--- config.mk ---
export PLATFORM = sky130hd
export DESIGN_NAME = top_pcs
export DESIGN_NICKNAME = d
export VERILOG_FILES = /design/src/common/pcs_pkg.sv /design/src/phy_rst/phy_rst_seq.sv /design/src/pcs_rx/pcs_rx_dec.sv /design/src/pcs_tx/pcs_tx_enc.sv /design/src/hdl/pcs_loopback.sv /design/src/hdl/top_pcs.sv
export SDC_FILE = /design/constraint.sdc
export NUM_CORES = 1
export LEC_CHECK = 0
export BUFFER_PORTS_ARGS = -buffer_cell sky130_fd_sc_hd__buf_4
export CORE_ASPECT_RATIO = 0.8
export CORE_UTILIZATION = 40
export CTS_BUF_LIST = sky130_fd_sc_hd__clkbuf_16
export DETAILED_ROUTE_END_ITERATION = 8
export PLACE_DENSITY_LB_ADDON = 0.05
export SYNTH_ARGS = -nofsm -noshare
export SYNTH_HDL_FRONTEND = slang
export SYNTH_HIERARCHICAL = 1
export SYNTH_SLANG_ARGS = --single-unit
--- constraint.sdc ---
create_clock -name clk_50m -period 4 [get_ports clk_50m]
set_input_delay 0.4 -clock clk_50m [delete_from_list [all_inputs] [get_ports clk_50m]]
set_output_delay 0.4 -clock clk_50m [all_outputs]
set_load 0.02 [all_outputs]
--- src/common/pcs_pkg.sv ---
package pcs_pkg;

	// block geometry
	localparam int BLOCK_W = 66; // sync header plus 64-bit payload
	localparam int DATA_W  = 64;
	localparam int KEEP_W  = DATA_W/8; // one enable per data byte
	localparam int CHAR_W  = 7; // control character width
	localparam int CHAR_N  = 8; // control characters in an all-control block

	// sync headers, value as seen on block[1:0]
	localparam logic [1:0] SH_DATA = 2'b01;
	localparam logic [1:0] SH_CTRL = 2'b10;

	// block type field, first payload byte of a control block
	localparam logic [7:0] BT_IDLE  = 8'h1E; // all control characters
	localparam logic [7:0] BT_START = 8'h78; // start in lane 0
	localparam logic [7:0] BT_TERM0 = 8'h87;
	localparam logic [7:0] BT_TERM1 = 8'h99;
	localparam logic [7:0] BT_TERM2 = 8'hAA;
	localparam logic [7:0] BT_TERM3 = 8'hB4;
	localparam logic [7:0] BT_TERM4 = 8'hCC;
	localparam logic [7:0] BT_TERM5 = 8'hD2;
	localparam logic [7:0] BT_TERM6 = 8'hE1;
	localparam logic [7:0] BT_TERM7 = 8'hFF;

	// 7-bit control characters
	localparam logic [CHAR_W-1:0] CH_IDLE = 7'h00;
	localparam logic [CHAR_W-1:0] CH_ERR  = 7'h1E;

	// block lock thresholds, consecutive headers
	localparam int LOCK_GOOD_N = 32;
	localparam int LOCK_BAD_N  = 8;

	// terminate type for n data bytes ahead of the terminate
	function automatic logic [7:0] bt_term(input logic [3:0] n);
		case (n)
			4'd0: bt_term = BT_TERM0;
			4'd1: bt_term = BT_TERM1;
			4'd2: bt_term = BT_TERM2;
			4'd3: bt_term = BT_TERM3;
			4'd4: bt_term = BT_TERM4;
			4'd5: bt_term = BT_TERM5;
			4'd6: bt_term = BT_TERM6;
			default: bt_term = BT_TERM7;
		endcase
	endfunction

endpackage

--- src/phy_rst/phy_rst_seq.sv ---
`timescale 1ns/1ps

module phy_rst_seq #(
	parameter int RST_HOLD_CYC = 16
)(
	input  logic clk_50m,
	input  logic rst_n_i,

	input  logic tx_cal_busy_i,
	input  logic rx_cal_busy_i,
	input  logic rx_is_lockedtodata_i,

	output logic tx_analogreset_o,
	output logic tx_digitalreset_o,
	output logic rx_analogreset_o,
	output logic rx_digitalreset_o,
	output logic pcs_rst_n_o
);

localparam int CNT_W = $clog2(RST_HOLD_CYC+1);

typedef enum logic [1:0] {
	ST_CAL_WAIT, // analog resets held until calibration ends
	ST_TX_HOLD,
	ST_TX_READY
} state_t;

state_t           state_q;
logic [CNT_W-1:0] tx_cnt_q;
logic [CNT_W-1:0] rx_cnt_q;
logic             rx_dig_rst_q;
logic             both_ready;
logic             rdy_sync_q;

// both analog resets leave together
assign tx_analogreset_o  = (state_q == ST_CAL_WAIT);
assign rx_analogreset_o  = (state_q == ST_CAL_WAIT);
assign tx_digitalreset_o = (state_q != ST_TX_READY); // tx_ready is its inverse
assign rx_digitalreset_o = rx_dig_rst_q;

always_ff @(posedge clk_50m or negedge rst_n_i) begin
	if (!rst_n_i) begin
		state_q  <= ST_CAL_WAIT;
		tx_cnt_q <= '0;
	end else begin
		case (state_q)
			ST_CAL_WAIT: begin
				if (!tx_cal_busy_i && !rx_cal_busy_i) begin
					state_q <= ST_TX_HOLD;
				end
			end
			ST_TX_HOLD: begin
				tx_cnt_q <= tx_cnt_q + 1'b1;
				if (tx_cnt_q == CNT_W'(RST_HOLD_CYC-1)) begin
					state_q <= ST_TX_READY;
				end
			end
			default: begin
				tx_cnt_q <= '0; // tx side running
			end
		endcase
	end
end

// rx digital reset needs an unbroken run of lockedtodata
always_ff @(posedge clk_50m or negedge rst_n_i) begin
	if (!rst_n_i) begin
		rx_dig_rst_q <= 1'b1;
		rx_cnt_q     <= '0;
	end else if (state_q == ST_CAL_WAIT || !rx_is_lockedtodata_i) begin
		rx_dig_rst_q <= 1'b1; // lock lost, start the hold over
		rx_cnt_q     <= '0;
	end else if (rx_dig_rst_q) begin
		if (rx_cnt_q == CNT_W'(RST_HOLD_CYC-1)) begin
			rx_dig_rst_q <= 1'b0;
		end else begin
			rx_cnt_q <= rx_cnt_q + 1'b1;
		end
	end
end

assign both_ready = !tx_digitalreset_o && !rx_dig_rst_q;

// 2-flop stage for the pcs reset
always_ff @(posedge clk_50m or negedge rst_n_i) begin
	if (!rst_n_i) begin
		rdy_sync_q  <= 1'b0;
		pcs_rst_n_o <= 1'b0;
	end else begin
		rdy_sync_q  <= both_ready;
		pcs_rst_n_o <= rdy_sync_q;
	end
end

a_tx_dig_hold: assert property (@(posedge clk_50m) disable iff (!rst_n_i)
	!tx_digitalreset_o |-> $past(!tx_analogreset_o, RST_HOLD_CYC));

a_rx_dig_hold: assert property (@(posedge clk_50m) disable iff (!rst_n_i)
	!rx_digitalreset_o |-> $past(!rx_analogreset_o, RST_HOLD_CYC));

// pcs reset released only behind both digital resets
a_pcs_rst: assert property (@(posedge clk_50m) disable iff (!rst_n_i)
	pcs_rst_n_o |-> !tx_digitalreset_o && $past(!rx_digitalreset_o, 2));

endmodule

--- src/pcs_rx/pcs_rx_dec.sv ---
`timescale 1ns/1ps

module pcs_rx_dec (
	input  logic                         clk_50m,
	input  logic                         rst_n_i,
	input  logic [pcs_pkg::BLOCK_W-1:0]  block_i,
	output logic                         signal_ok_o,
	output logic                         valid_o,
	output logic                         ctrl_o,
	output logic                         idle_o,
	output logic                         start_o,
	output logic                         term_o,
	output logic                         err_o,
	output logic [pcs_pkg::DATA_W-1:0]   data_o,
	output logic [pcs_pkg::KEEP_W-1:0]   keep_o
);

localparam int GOOD_W = $clog2(pcs_pkg::LOCK_GOOD_N);
localparam int BAD_W  = $clog2(pcs_pkg::LOCK_BAD_N);

logic [1:0]                  sh;
logic [pcs_pkg::DATA_W-1:0]  payload;
logic [7:0]                  btype;
logic                        hdr_ok;
logic [GOOD_W-1:0]           good_cnt_q;
logic [BAD_W-1:0]            bad_cnt_q;
logic                        d_ctrl;
logic                        d_idle;
logic                        d_start;
logic                        d_term;
logic                        d_err;
logic [pcs_pkg::DATA_W-1:0]  d_data;
logic [pcs_pkg::KEEP_W-1:0]  d_keep;

assign sh      = block_i[1:0];
assign payload = block_i[pcs_pkg::BLOCK_W-1:2];
assign btype   = payload[7:0];
assign hdr_ok  = (sh == pcs_pkg::SH_DATA) || (sh == pcs_pkg::SH_CTRL);

// block lock: consecutive good headers to gain, consecutive bad to lose
always_ff @(posedge clk_50m or negedge rst_n_i) begin
	if (!rst_n_i) begin
		signal_ok_o <= 1'b0;
		good_cnt_q  <= '0;
		bad_cnt_q   <= '0;
	end else if (!signal_ok_o) begin
		bad_cnt_q <= '0;
		if (!hdr_ok) begin
			good_cnt_q <= '0;
		end else if (good_cnt_q == GOOD_W'(pcs_pkg::LOCK_GOOD_N-1)) begin
			signal_ok_o <= 1'b1;
			good_cnt_q  <= '0;
		end else begin
			good_cnt_q <= good_cnt_q + 1'b1;
		end
	end else begin
		good_cnt_q <= '0;
		if (hdr_ok) begin
			bad_cnt_q <= '0;
		end else if (bad_cnt_q == BAD_W'(pcs_pkg::LOCK_BAD_N-1)) begin
			signal_ok_o <= 1'b0;
			bad_cnt_q   <= '0;
		end else begin
			bad_cnt_q <= bad_cnt_q + 1'b1;
		end
	end
end

always_comb begin
	d_ctrl  = 1'b0;
	d_idle  = 1'b0;
	d_start = 1'b0;
	d_term  = 1'b0;
	d_err   = 1'b0;
	d_data  = '0;
	d_keep  = '0;
	case (sh)
		pcs_pkg::SH_DATA: begin
			d_data = payload;
			d_keep = '1;
		end
		pcs_pkg::SH_CTRL: begin
			d_ctrl = 1'b1;
			case (btype)
				pcs_pkg::BT_IDLE: d_idle = 1'b1;
				pcs_pkg::BT_START: begin
					d_start = 1'b1;
					d_data  = {payload[pcs_pkg::DATA_W-1:8], 8'h00}; // byte 0 held the type
					d_keep  = 8'hFE;
				end
				default: begin
					d_err = 1'b1; // unknown unless it matches a terminate
					for (int i = 0; i < 8; i++) begin
						if (btype == pcs_pkg::bt_term(4'(i))) begin
							d_err  = 1'b0;
							d_term = 1'b1;
							// tail after the last data byte rides along untouched
							d_data = {8'h00, payload[pcs_pkg::DATA_W-1:8]};
							d_keep = ~({pcs_pkg::KEEP_W{1'b1}} << i);
						end
					end
				end
			endcase
		end
		default: d_err = 1'b1; // header 00 or 11
	endcase
end

// strobes only while locked
always_ff @(posedge clk_50m or negedge rst_n_i) begin
	if (!rst_n_i) begin
		valid_o <= 1'b0;
		ctrl_o  <= 1'b0;
		idle_o  <= 1'b0;
		start_o <= 1'b0;
		term_o  <= 1'b0;
		err_o   <= 1'b0;
	end else begin
		valid_o <= signal_ok_o;
		ctrl_o  <= signal_ok_o & d_ctrl;
		idle_o  <= signal_ok_o & d_idle;
		start_o <= signal_ok_o & d_start;
		term_o  <= signal_ok_o & d_term;
		err_o   <= signal_ok_o & d_err;
	end
end

always_ff @(posedge clk_50m) begin
	data_o <= d_data;
	keep_o <= d_keep;
end

a_one_type: assert property (@(posedge clk_50m) disable iff (!rst_n_i)
	$onehot0({idle_o, start_o, term_o}));

endmodule

--- src/pcs_tx/pcs_tx_enc.sv ---
`timescale 1ns/1ps

module pcs_tx_enc (
	input  logic                         clk_50m,
	input  logic                         rst_n_i,
	input  logic                         valid_i,
	input  logic                         ctrl_i,
	input  logic                         idle_i,
	input  logic                         start_i,
	input  logic                         term_i,
	input  logic                         err_i,
	input  logic [pcs_pkg::DATA_W-1:0]   data_i,
	input  logic [pcs_pkg::KEEP_W-1:0]   keep_i,
	output logic [pcs_pkg::BLOCK_W-1:0]  block_o
);

localparam logic [pcs_pkg::BLOCK_W-1:0] IDLE_BLK = {
	{pcs_pkg::CHAR_N{pcs_pkg::CH_IDLE}},
	pcs_pkg::BT_IDLE,
	pcs_pkg::SH_CTRL
};

localparam logic [pcs_pkg::BLOCK_W-1:0] ERR_BLK = {
	{pcs_pkg::CHAR_N{pcs_pkg::CH_ERR}},
	pcs_pkg::BT_IDLE,
	pcs_pkg::SH_CTRL
};

logic [3:0]                  term_n;
logic                        ctrl_bad;
logic [pcs_pkg::BLOCK_W-1:0] blk_d;

assign term_n = 4'($countones(keep_i)); // data bytes ahead of the terminate

// control block with no recognised type is sent as an error
assign ctrl_bad = ctrl_i && !(idle_i || start_i || term_i);

always_comb begin
	if (!valid_i) begin
		blk_d = IDLE_BLK; // nothing to send
	end else if (err_i || ctrl_bad) begin
		blk_d = ERR_BLK;
	end else if (start_i) begin
		blk_d = {data_i[pcs_pkg::DATA_W-1:8], pcs_pkg::BT_START, pcs_pkg::SH_CTRL};
	end else if (term_i) begin
		blk_d = {data_i[pcs_pkg::DATA_W-9:0], pcs_pkg::bt_term(term_n), pcs_pkg::SH_CTRL};
	end else if (idle_i) begin
		blk_d = IDLE_BLK;
	end else begin
		blk_d = {data_i, pcs_pkg::SH_DATA};
	end
end

always_ff @(posedge clk_50m or negedge rst_n_i) begin
	if (!rst_n_i) begin
		block_o <= IDLE_BLK; // line carries idle out of reset
	end else begin
		block_o <= blk_d;
	end
end

// keep for a terminate must be n low ones, n at most 7
a_term_keep: assert property (@(posedge clk_50m) disable iff (!rst_n_i)
	valid_i && term_i |->
		((keep_i & (keep_i + 1'b1)) == '0) && !keep_i[pcs_pkg::KEEP_W-1]);

endmodule

--- src/hdl/pcs_loopback.sv ---
`timescale 1ns/1ps

module pcs_loopback (
	input  logic                        clk_50m,
	input  logic                        rst_n_i,
	input  logic                        rx_signal_ok_i,

	input  logic                        rx_valid_i,
	input  logic                        rx_ctrl_i,
	input  logic                        rx_idle_i,
	input  logic                        rx_start_i,
	input  logic                        rx_term_i,
	input  logic                        rx_err_i,
	input  logic [pcs_pkg::DATA_W-1:0]  rx_data_i,
	input  logic [pcs_pkg::KEEP_W-1:0]  rx_keep_i,

	output logic                        tx_valid_o,
	output logic                        tx_ctrl_o,
	output logic                        tx_idle_o,
	output logic                        tx_start_o,
	output logic                        tx_term_o,
	output logic                        tx_err_o,
	output logic [pcs_pkg::DATA_W-1:0]  tx_data_o,
	output logic [pcs_pkg::KEEP_W-1:0]  tx_keep_o
);

always_ff @(posedge clk_50m or negedge rst_n_i) begin
	if (!rst_n_i) begin
		tx_valid_o <= 1'b0;
		tx_ctrl_o  <= 1'b0;
		tx_idle_o  <= 1'b0;
		tx_start_o <= 1'b0;
		tx_term_o  <= 1'b0;
		tx_err_o   <= 1'b0;
	end else if (!rx_signal_ok_i) begin
		tx_valid_o <= 1'b1; // no lock, far end gets idle
		tx_ctrl_o  <= 1'b1;
		tx_idle_o  <= 1'b1;
		tx_start_o <= 1'b0;
		tx_term_o  <= 1'b0;
		tx_err_o   <= 1'b0;
	end else begin
		tx_valid_o <= rx_valid_i;
		tx_ctrl_o  <= rx_ctrl_i;
		tx_idle_o  <= rx_idle_i;
		tx_start_o <= rx_start_i;
		tx_term_o  <= rx_term_i;
		tx_err_o   <= rx_err_i;
	end
end

always_ff @(posedge clk_50m) begin
	tx_data_o <= rx_signal_ok_i ? rx_data_i : '0;
	tx_keep_o <= rx_signal_ok_i ? rx_keep_i : '0;
end

endmodule

--- src/hdl/top_pcs.sv ---
`timescale 1ns/1ps

module top_pcs #(
	parameter int RST_HOLD_CYC = 16
)(
	input  logic                         clk_50m,
	input  logic                         rst_n_i,

	input  logic                         gx_tx_cal_busy_i,
	input  logic                         gx_rx_cal_busy_i,
	input  logic                         gx_rx_is_lockedtodata_i,
	input  logic [pcs_pkg::BLOCK_W-1:0]  gx_rx_par_data_i,

	output logic                         gx_tx_analogreset_o,
	output logic                         gx_tx_digitalreset_o,
	output logic                         gx_rx_analogreset_o,
	output logic                         gx_rx_digitalreset_o,
	output logic                         pcs_rx_signal_ok_o,
	output logic [pcs_pkg::BLOCK_W-1:0]  gx_tx_par_data_o
);

logic pcs_rst_n; // synchronous release, from the sequencer

logic                       rx_valid;
logic                       rx_ctrl;
logic                       rx_idle;
logic                       rx_start;
logic                       rx_term;
logic                       rx_err;
logic [pcs_pkg::DATA_W-1:0] rx_data;
logic [pcs_pkg::KEEP_W-1:0] rx_keep;

logic                       tx_valid;
logic                       tx_ctrl;
logic                       tx_idle;
logic                       tx_start;
logic                       tx_term;
logic                       tx_err;
logic [pcs_pkg::DATA_W-1:0] tx_data;
logic [pcs_pkg::KEEP_W-1:0] tx_keep;

phy_rst_seq #(
	.RST_HOLD_CYC(RST_HOLD_CYC)
) m_phy_rst (
	.clk_50m              (clk_50m),
	.rst_n_i              (rst_n_i),
	.tx_cal_busy_i        (gx_tx_cal_busy_i),
	.rx_cal_busy_i        (gx_rx_cal_busy_i),
	.rx_is_lockedtodata_i (gx_rx_is_lockedtodata_i),
	.tx_analogreset_o     (gx_tx_analogreset_o),
	.tx_digitalreset_o    (gx_tx_digitalreset_o),
	.rx_analogreset_o     (gx_rx_analogreset_o),
	.rx_digitalreset_o    (gx_rx_digitalreset_o),
	.pcs_rst_n_o          (pcs_rst_n)
);

pcs_rx_dec m_pcs_rx (
	.clk_50m     (clk_50m),
	.rst_n_i     (pcs_rst_n),
	.block_i     (gx_rx_par_data_i),
	.signal_ok_o (pcs_rx_signal_ok_o),
	.valid_o     (rx_valid),
	.ctrl_o      (rx_ctrl),
	.idle_o      (rx_idle),
	.start_o     (rx_start),
	.term_o      (rx_term),
	.err_o       (rx_err),
	.data_o      (rx_data),
	.keep_o      (rx_keep)
);

pcs_loopback m_pcs_loopback (
	.clk_50m        (clk_50m),
	.rst_n_i        (pcs_rst_n),
	.rx_signal_ok_i (pcs_rx_signal_ok_o),
	.rx_valid_i     (rx_valid),
	.rx_ctrl_i      (rx_ctrl),
	.rx_idle_i      (rx_idle),
	.rx_start_i     (rx_start),
	.rx_term_i      (rx_term),
	.rx_err_i       (rx_err),
	.rx_data_i      (rx_data),
	.rx_keep_i      (rx_keep),
	.tx_valid_o     (tx_valid),
	.tx_ctrl_o      (tx_ctrl),
	.tx_idle_o      (tx_idle),
	.tx_start_o     (tx_start),
	.tx_term_o      (tx_term),
	.tx_err_o       (tx_err),
	.tx_data_o      (tx_data),
	.tx_keep_o      (tx_keep)
);

pcs_tx_enc m_pcs_tx (
	.clk_50m (clk_50m),
	.rst_n_i (pcs_rst_n),
	.valid_i (tx_valid),
	.ctrl_i  (tx_ctrl),
	.idle_i  (tx_idle),
	.start_i (tx_start),
	.term_i  (tx_term),
	.err_i   (tx_err),
	.data_i  (tx_data),
	.keep_i  (tx_keep),
	.block_o (gx_tx_par_data_o)
);

endmodule

# Word-level counts from Yosys, hierarchy flattened
# Index checks and enable logic that the tools add are counted.
word_totals:
  n_memories: 0
  word_cells: 183
  out_inout_bits: 71
  mem_bits_rw: 0
  inputBits: 71
  latch_bits: 0
  regBits: 246
  rom_bits: 0
op_classes:
  order_cmp: 0
  n_shift: 0
  reduce_logical: 21
  add_sub_neg: 11
  n_mul: 0
  n_eq_ne: 27
  bitwise_logic: 5
  div_mod_pow: 0
  muxes: 93
ops:
  columns: ["cell", "n"]
  rows:
  - ["2-to-1 mux 56 bit", 8]
  - ["2-to-1 mux 66 bit", 5]
  - ["one-hot mux 64 bit (2 select lines)", 2]
  - ["2-to-1 mux 8 bit", 16]
  - ["== test 8 bit", 8]
  - ["one-hot mux 7 bit (7 select lines)", 1]
  - ["2-to-1 mux 1 bit", 39]
  - ["2-to-1 mux 5 bit", 7]
  - ["one-hot mux 8 bit (2 select lines)", 2]
  - ["adder 5 x 1 -> 5 bit (second input constant)", 3]
  - ["adder 4 bit", 3]
  - ["== test 4 x 3 -> 1 bit (second input constant)", 3]
  - ["2-to-1 mux 3 bit", 4]
  - ["== test 5 x 4 -> 1 bit (second input constant)", 2]
  - ["one-hot mux 5 bit (2 select lines)", 1]
  - ["adder 1 x 1 -> 2 bit", 4]
  - ["== test 4 x 2 -> 1 bit (second input constant)", 2]
  - ["== test 8 x 5 -> 1 bit (second input constant)", 1]
  - ["== test 8 x 7 -> 1 bit (second input constant)", 1]
  - ["2-to-1 mux 7 bit", 1]
  - ["logical NOT 1 bit", 6]
  - ["2-to-1 mux 2 bit", 3]
  - ["2-to-1 mux 6 bit", 1]
  - ["!= test 2 x 1 -> 1 bit (second input constant)", 3]
  - ["19 further kinds", 31]

# Logic depth before layout (Yosys ltp)
logic_depth:
  depth_word: 16
  ltp_mapped: 11
  depth_no_buf: 11

# By module
# Netlist, hierarchy kept.
modules_own_cells:
  columns: ["mod", "seq_area_each_um2", "area_per_inst_um2", "instances", "cells_each"]
  rows:
  - ["pcs_rx_dec", 1816.7, 3031.7, 1, 253]
  - ["pcs_tx_enc", 1657.8, 2992.9, 1, 265]
  - ["pcs_loopback", 1591.5, 2138.3, 1, 164]
  - ["phy_rst_seq", 376.6, 683.2, 1, 63]

# Least setup slack after synthesis
# OpenSTA, ideal clock, no wires.
synth_path:
  path_kind: "reg-to-reg"
  from: "register m_pcs_loopback/tx_keep_o[4] (netlist bit)"
  to: "register m_pcs_tx/block_o[3] (netlist bit)"
  t_required_ps: 3916
  t_arrival_ps: 2606
  n_path_buf: 0
  path_slack_ps: 1310
  stages_incl_launch_ff: 12
  synth_period_minus_slack_ps: 2690
  setup_ps: 84
  cell_sequence: "dfxtp_1 > inv_1 > fa_1 > inv_1 > ha_1 > ha_1 > inv_1 > fa_1 > xor2_1 > xnor2_1 > a311oi_1 > or2_2"
synth_via:
  elab_chain_cells: 9
  word_cells_on_any_way: 15
  classes_between: "3 x add/sub; 6 x eq/ne; 5 x mux; 1 x reduce/logical"
synth_lines:
  columns: ["item", "line", "text"]
  rows:
  - ["start: declaration", "pcs_loopback.sv:24", "output logic [pcs_pkg::KEEP_W-1:0] tx_keep_o"]
  - ["start signal: assignment", "pcs_loopback.sv:54", "tx_keep_o <= rx_signal_ok_i ? rx_keep_i : '0;"]
  - ["adder 1 x 1 -> 2 bit (implied by the code) (*)", "pcs_tx_enc.sv:33", "assign term_n = 4'($countones(keep_i));"]
  - ["adder 4 bit (implied by the code) (*) (2 in series)", "pcs_tx_enc.sv:33", null]
  - ["== test 4 x 3 -> 1 bit (tied with other cells)", "pcs_pkg.sv:36", "case (n)"]
  - ["one-hot mux 7 bit (7 select lines) (*)", "pcs_pkg.sv:36", null]
  - ["2-to-1 mux 66 bit (*)", "pcs_tx_enc.sv:45", "end else if (term_i) begin"]
  - ["2-to-1 mux 66 bit (*)", "pcs_tx_enc.sv:43", "end else if (start_i) begin"]
  - ["2-to-1 mux 66 bit (*)", "pcs_tx_enc.sv:41", "end else if (err_i || ctrl_bad) begin"]
  - ["2-to-1 mux 66 bit (*)", "pcs_tx_enc.sv:39", "if (!valid_i) begin"]
  - ["named net m_pcs_tx.blk_d, one bit", "pcs_tx_enc.sv:31", "logic [pcs_pkg::BLOCK_W-1:0] blk_d;"]
  - ["end signal: assignment", "pcs_tx_enc.sv:58", "block_o <= blk_d;"]
  - ["end: declaration", "pcs_tx_enc.sv:14", "output logic [pcs_pkg::BLOCK_W-1:0] block_o"]
# Mark *: on every way through the listed nets, which the timed path passes. The rest lies on a longest branch.
# A chain may end at the register's enable or synchronous reset.

# Worst setup path in the final report
# Same ends and word-level chain as after synthesis.

==> metrics.txt <==
status=complete, no violations; area fraction of the dominant cell type after synthesis=0.326; synth top area cells=dfxtp_1 33%, dfrtp_1 27%, and2_1 5.9%; area of the die=22,700 µm²; Reg clk slew, reported paths=0.06 ns; maxcap violations=0; #FFs+latches synth=246; TritonCTS buffer count=25; Slew @ Worst Pin=1.11 ns; Async S/R FF share, synth=0.415; ys flop type=dfxtp_1; cell count after synthesis=745; WL/cell=18.1 µm; setup bufs post-CTS=0; Routed WL=21,000 µm; Total Nets Final=958; most common cell after layout, fill and taps aside=buf_4; vias per cell=4.95; Ys Warns=6; Slew Viols, Final=0; commonest non-fill, non-tap cells in the layout=146 x buf_4, 144 x dfxtp_1, 94 x dfrtp_1; CTS Hold Bufs=1; Synth area leader=dfxtp_1; Clock Tree Buf Depth=3; CP arrival=3.28 ns; global-route wire length before repair=32,700 µm; filler cell count=1,959; depth of the CTS H-tree=1; crit path max-delay cell type=fa_1; Starting Density=0.409; GR Overflow Total=0; CTS Sinks=246; CP endpoint kind=register; Max transition margin=0.259; Clk Latency, worst-skew pair=0.52 ns; DR vias=5,743; final hold slack=0.0733 ns; largest net degree at the start of global routing=82; fin crit period=2.84 ns; Synth Area per Inst=11.9 µm²; Worst path max stage delay=0.53 ns; TNS Setup=0 ns; Total GRT Usage=0.185; Mapped Nets=836; post-cts gate resize count=0; Initial DRC Count=379; initial antenna violation count=0; Peak Freq=0.352 GHz; Worst path most repeated cell=inv_1; clock skew=0.0234 ns; IO Port Bufs=141; layout cells sized above 1=0.231; Antenna Cells=0; hpwl dp=15,200 µm; post-synthesis sequential area ratio=0.615; vias in the first global route=5,718; Leak=4.79 nW; core area=21,600 µm²; Die Y=135 µm; Post-synth EDFFs=0; CP Max Fanout=4; # setup viols final=0; CP Cell Sequence=inv_1 -> fa_1 -> inv_1 -> ha_1 -> ha_1 -> inv_1 -> fa_1 -> xor2_1 -> xnor2_1 -> a311oi_1 -> or2_2; Crit Path Class=register to register; Crit path max-delay family=adder cells; CTS tree=built; unrepaired setup endpoints after global routing=false; DRC viols=0; Hold Vio Cnt, Final=0; Post-Syn Area=8850 µm²; Pre-antenna DRT Iters=6; Worst VDD drop=0.235 mV; Final ANT Viol Nets=0; GP Congestion=0.800; root buf cell=clkbuf_16; hold crit path type=primary input to register; placed insts=1,114; count of non-filler cells in the finished layout=1,160; fin crit share=0.711; pwr/cell area=479 nW/µm²; Area Overhead vs Synth=21.3%; row cnt=48; I/O pins=142; Buf/Inv on CP=3; Worst Setup Start Kind=register; CP required=4.44 ns; post-synthesis cell type count=61; chip width=168 µm
[power by group]
group | leakage, nW | total, mW | internal (mW) | switching (mW)
combinational | 1.92 | 0.451 | 0.207 | 0.244
clock | 0.384 | 2.05 | 1.14 | 0.920
sequential | 2.49 | 2.63 | 2.58 | 0.0489
[cell type report]
cell class,count,area (µm²),area share
clock buffer,25,626,0.0583
clock inverter,20,95.1,0.00886
inverter,20,75.1,0.00700
multi-input combinational,427,3030,0.283
sequential,246,5450,0.508
tap,275,344,0.0321
timing repair buffer,147,1110,0.103
[cells in the mapped netlist, types with 2 or more instances]
library cell,count
nor2_1,54
clkbuf_1,14
nand4_1,2
nand4bb_1,3
nand3_1,3
xnor2_1,5
or4bb_1,4
xor2_1,7
dfrtp_1,96
a22o_1,56
buf_2,25
and3_1,7
and2_1,84
o21ai_1,2
dfstp_2,6
a311oi_1,2
a21boi_0,32
nand2_1,12
a21oi_1,8
buf_6,8
inv_1,19
a211oi_1,2
a21bo_2,2
o21ai_0,11
fa_1,3
ha_1,17
nor2b_1,4
nor3b_1,2
nand2b_1,9
or2_2,4
nor3_1,5
a22oi_1,56
nor4b_1,2
dfxtp_1,144
a21o_1,4
or3_1,2
buf_4,5
[kinds of logic after synthesis]
kind of cell	Yosys count	share of synthesized area
AO/OA/AOI/OAI	187	0.163
XOR/XNOR	12	0.0119
buffers and inverters	72	0.0430
adder cells (fa/ha/maj)	20	0.0308
multiplexers	1	0.00113
flip-flops	246	0.615
AND/OR/NAND/NOR	207	0.135
[registers in the layout (all words and copies together), names as in the netlist, 2 cells and up]
signal                    flops
m_phy_rst/tx_cnt_q            5
m_pcs_loopback/tx_keep_o      8
m_pcs_tx/block_o             66
m_pcs_rx/data_o              64
m_phy_rst/state_q             2
m_pcs_rx/keep_o               8
m_pcs_loopback/tx_data_o     64
m_phy_rst/rx_cnt_q            5
m_pcs_rx/bad_cnt_q            3
m_pcs_rx/good_cnt_q           5
[routing by layer]
| layer | part of all wire | vias to the layer above | global-route usage |
|---|---|---|---|
| met5 | 0 | - | 0 |
| met4 | 0.012 | 0 | 0.0354 |
| met3 | 0.063 | 19 | 0.0407 |
| met2 | 0.37 | 167 | 0.236 |
| met1 | 0.55 | 2725 | 0.308 |
| li1 | - | 2832 | - |
[worst register-to-register path, cell delays in order (launching register included)]
cell and delay [ns]:
dfxtp_1 0.30, inv_1 0.05, fa_1 0.53, inv_1 0.04, ha_1 0.27, ha_1 0.19
inv_1 0.07, fa_1 0.50, xor2_1 0.19, xnor2_1 0.22, a311oi_1 0.12, or2_2 0.29
[metrics by stage]
stage | instance area [µm²] | setup WS, ns | util | power, mW
final | 10700 | 1.16 | 0.496 | 5.14
after global routing | 10700 | 0.948 | 0.496 | 5.35
after CTS | 10700 | 1.16 | 0.496 | 5.19
after detailed placement | 10000 | 1.15 | 0.462 | 3.14
after global placement | 10000 | 1.22 | 0.462 | 3.13
after floorplan | 8850 | 1.31 | - | 2.92
[worst paths after layout]
path	slack, ns	startpoint	cells after the start	end
worst max-delay path	1.16	m_pcs_loopback/tx_keep_o[4]$_SDFF_PN0_	11	m_pcs_tx/block_o[3]$_DFF_PN1_
min in group asynchronous	0.28	rst_n_i	2	m_phy_rst/rx_cnt_q[0]$_DFFE_PN0P_
max in group asynchronous	2.66	m_phy_rst/pcs_rst_n_o$_DFF_PN0_	1	m_pcs_tx/block_o[25]$_DFF_PN0_
worst max register to register	1.16	m_pcs_loopback/tx_keep_o[4]$_SDFF_PN0_	11	m_pcs_tx/block_o[3]$_DFF_PN1_
worst min-delay path	0.07	gx_tx_cal_busy_i	2	m_phy_rst/state_q[0]$_DFFE_PN0P_
worst min register to register	0.34	m_phy_rst/pcs_rst_n_o$_DFF_PN0_	0	m_pcs_tx/block_o[45]$_DFF_PN0_
Note: power is estimated with default switching activity, not from simulation.
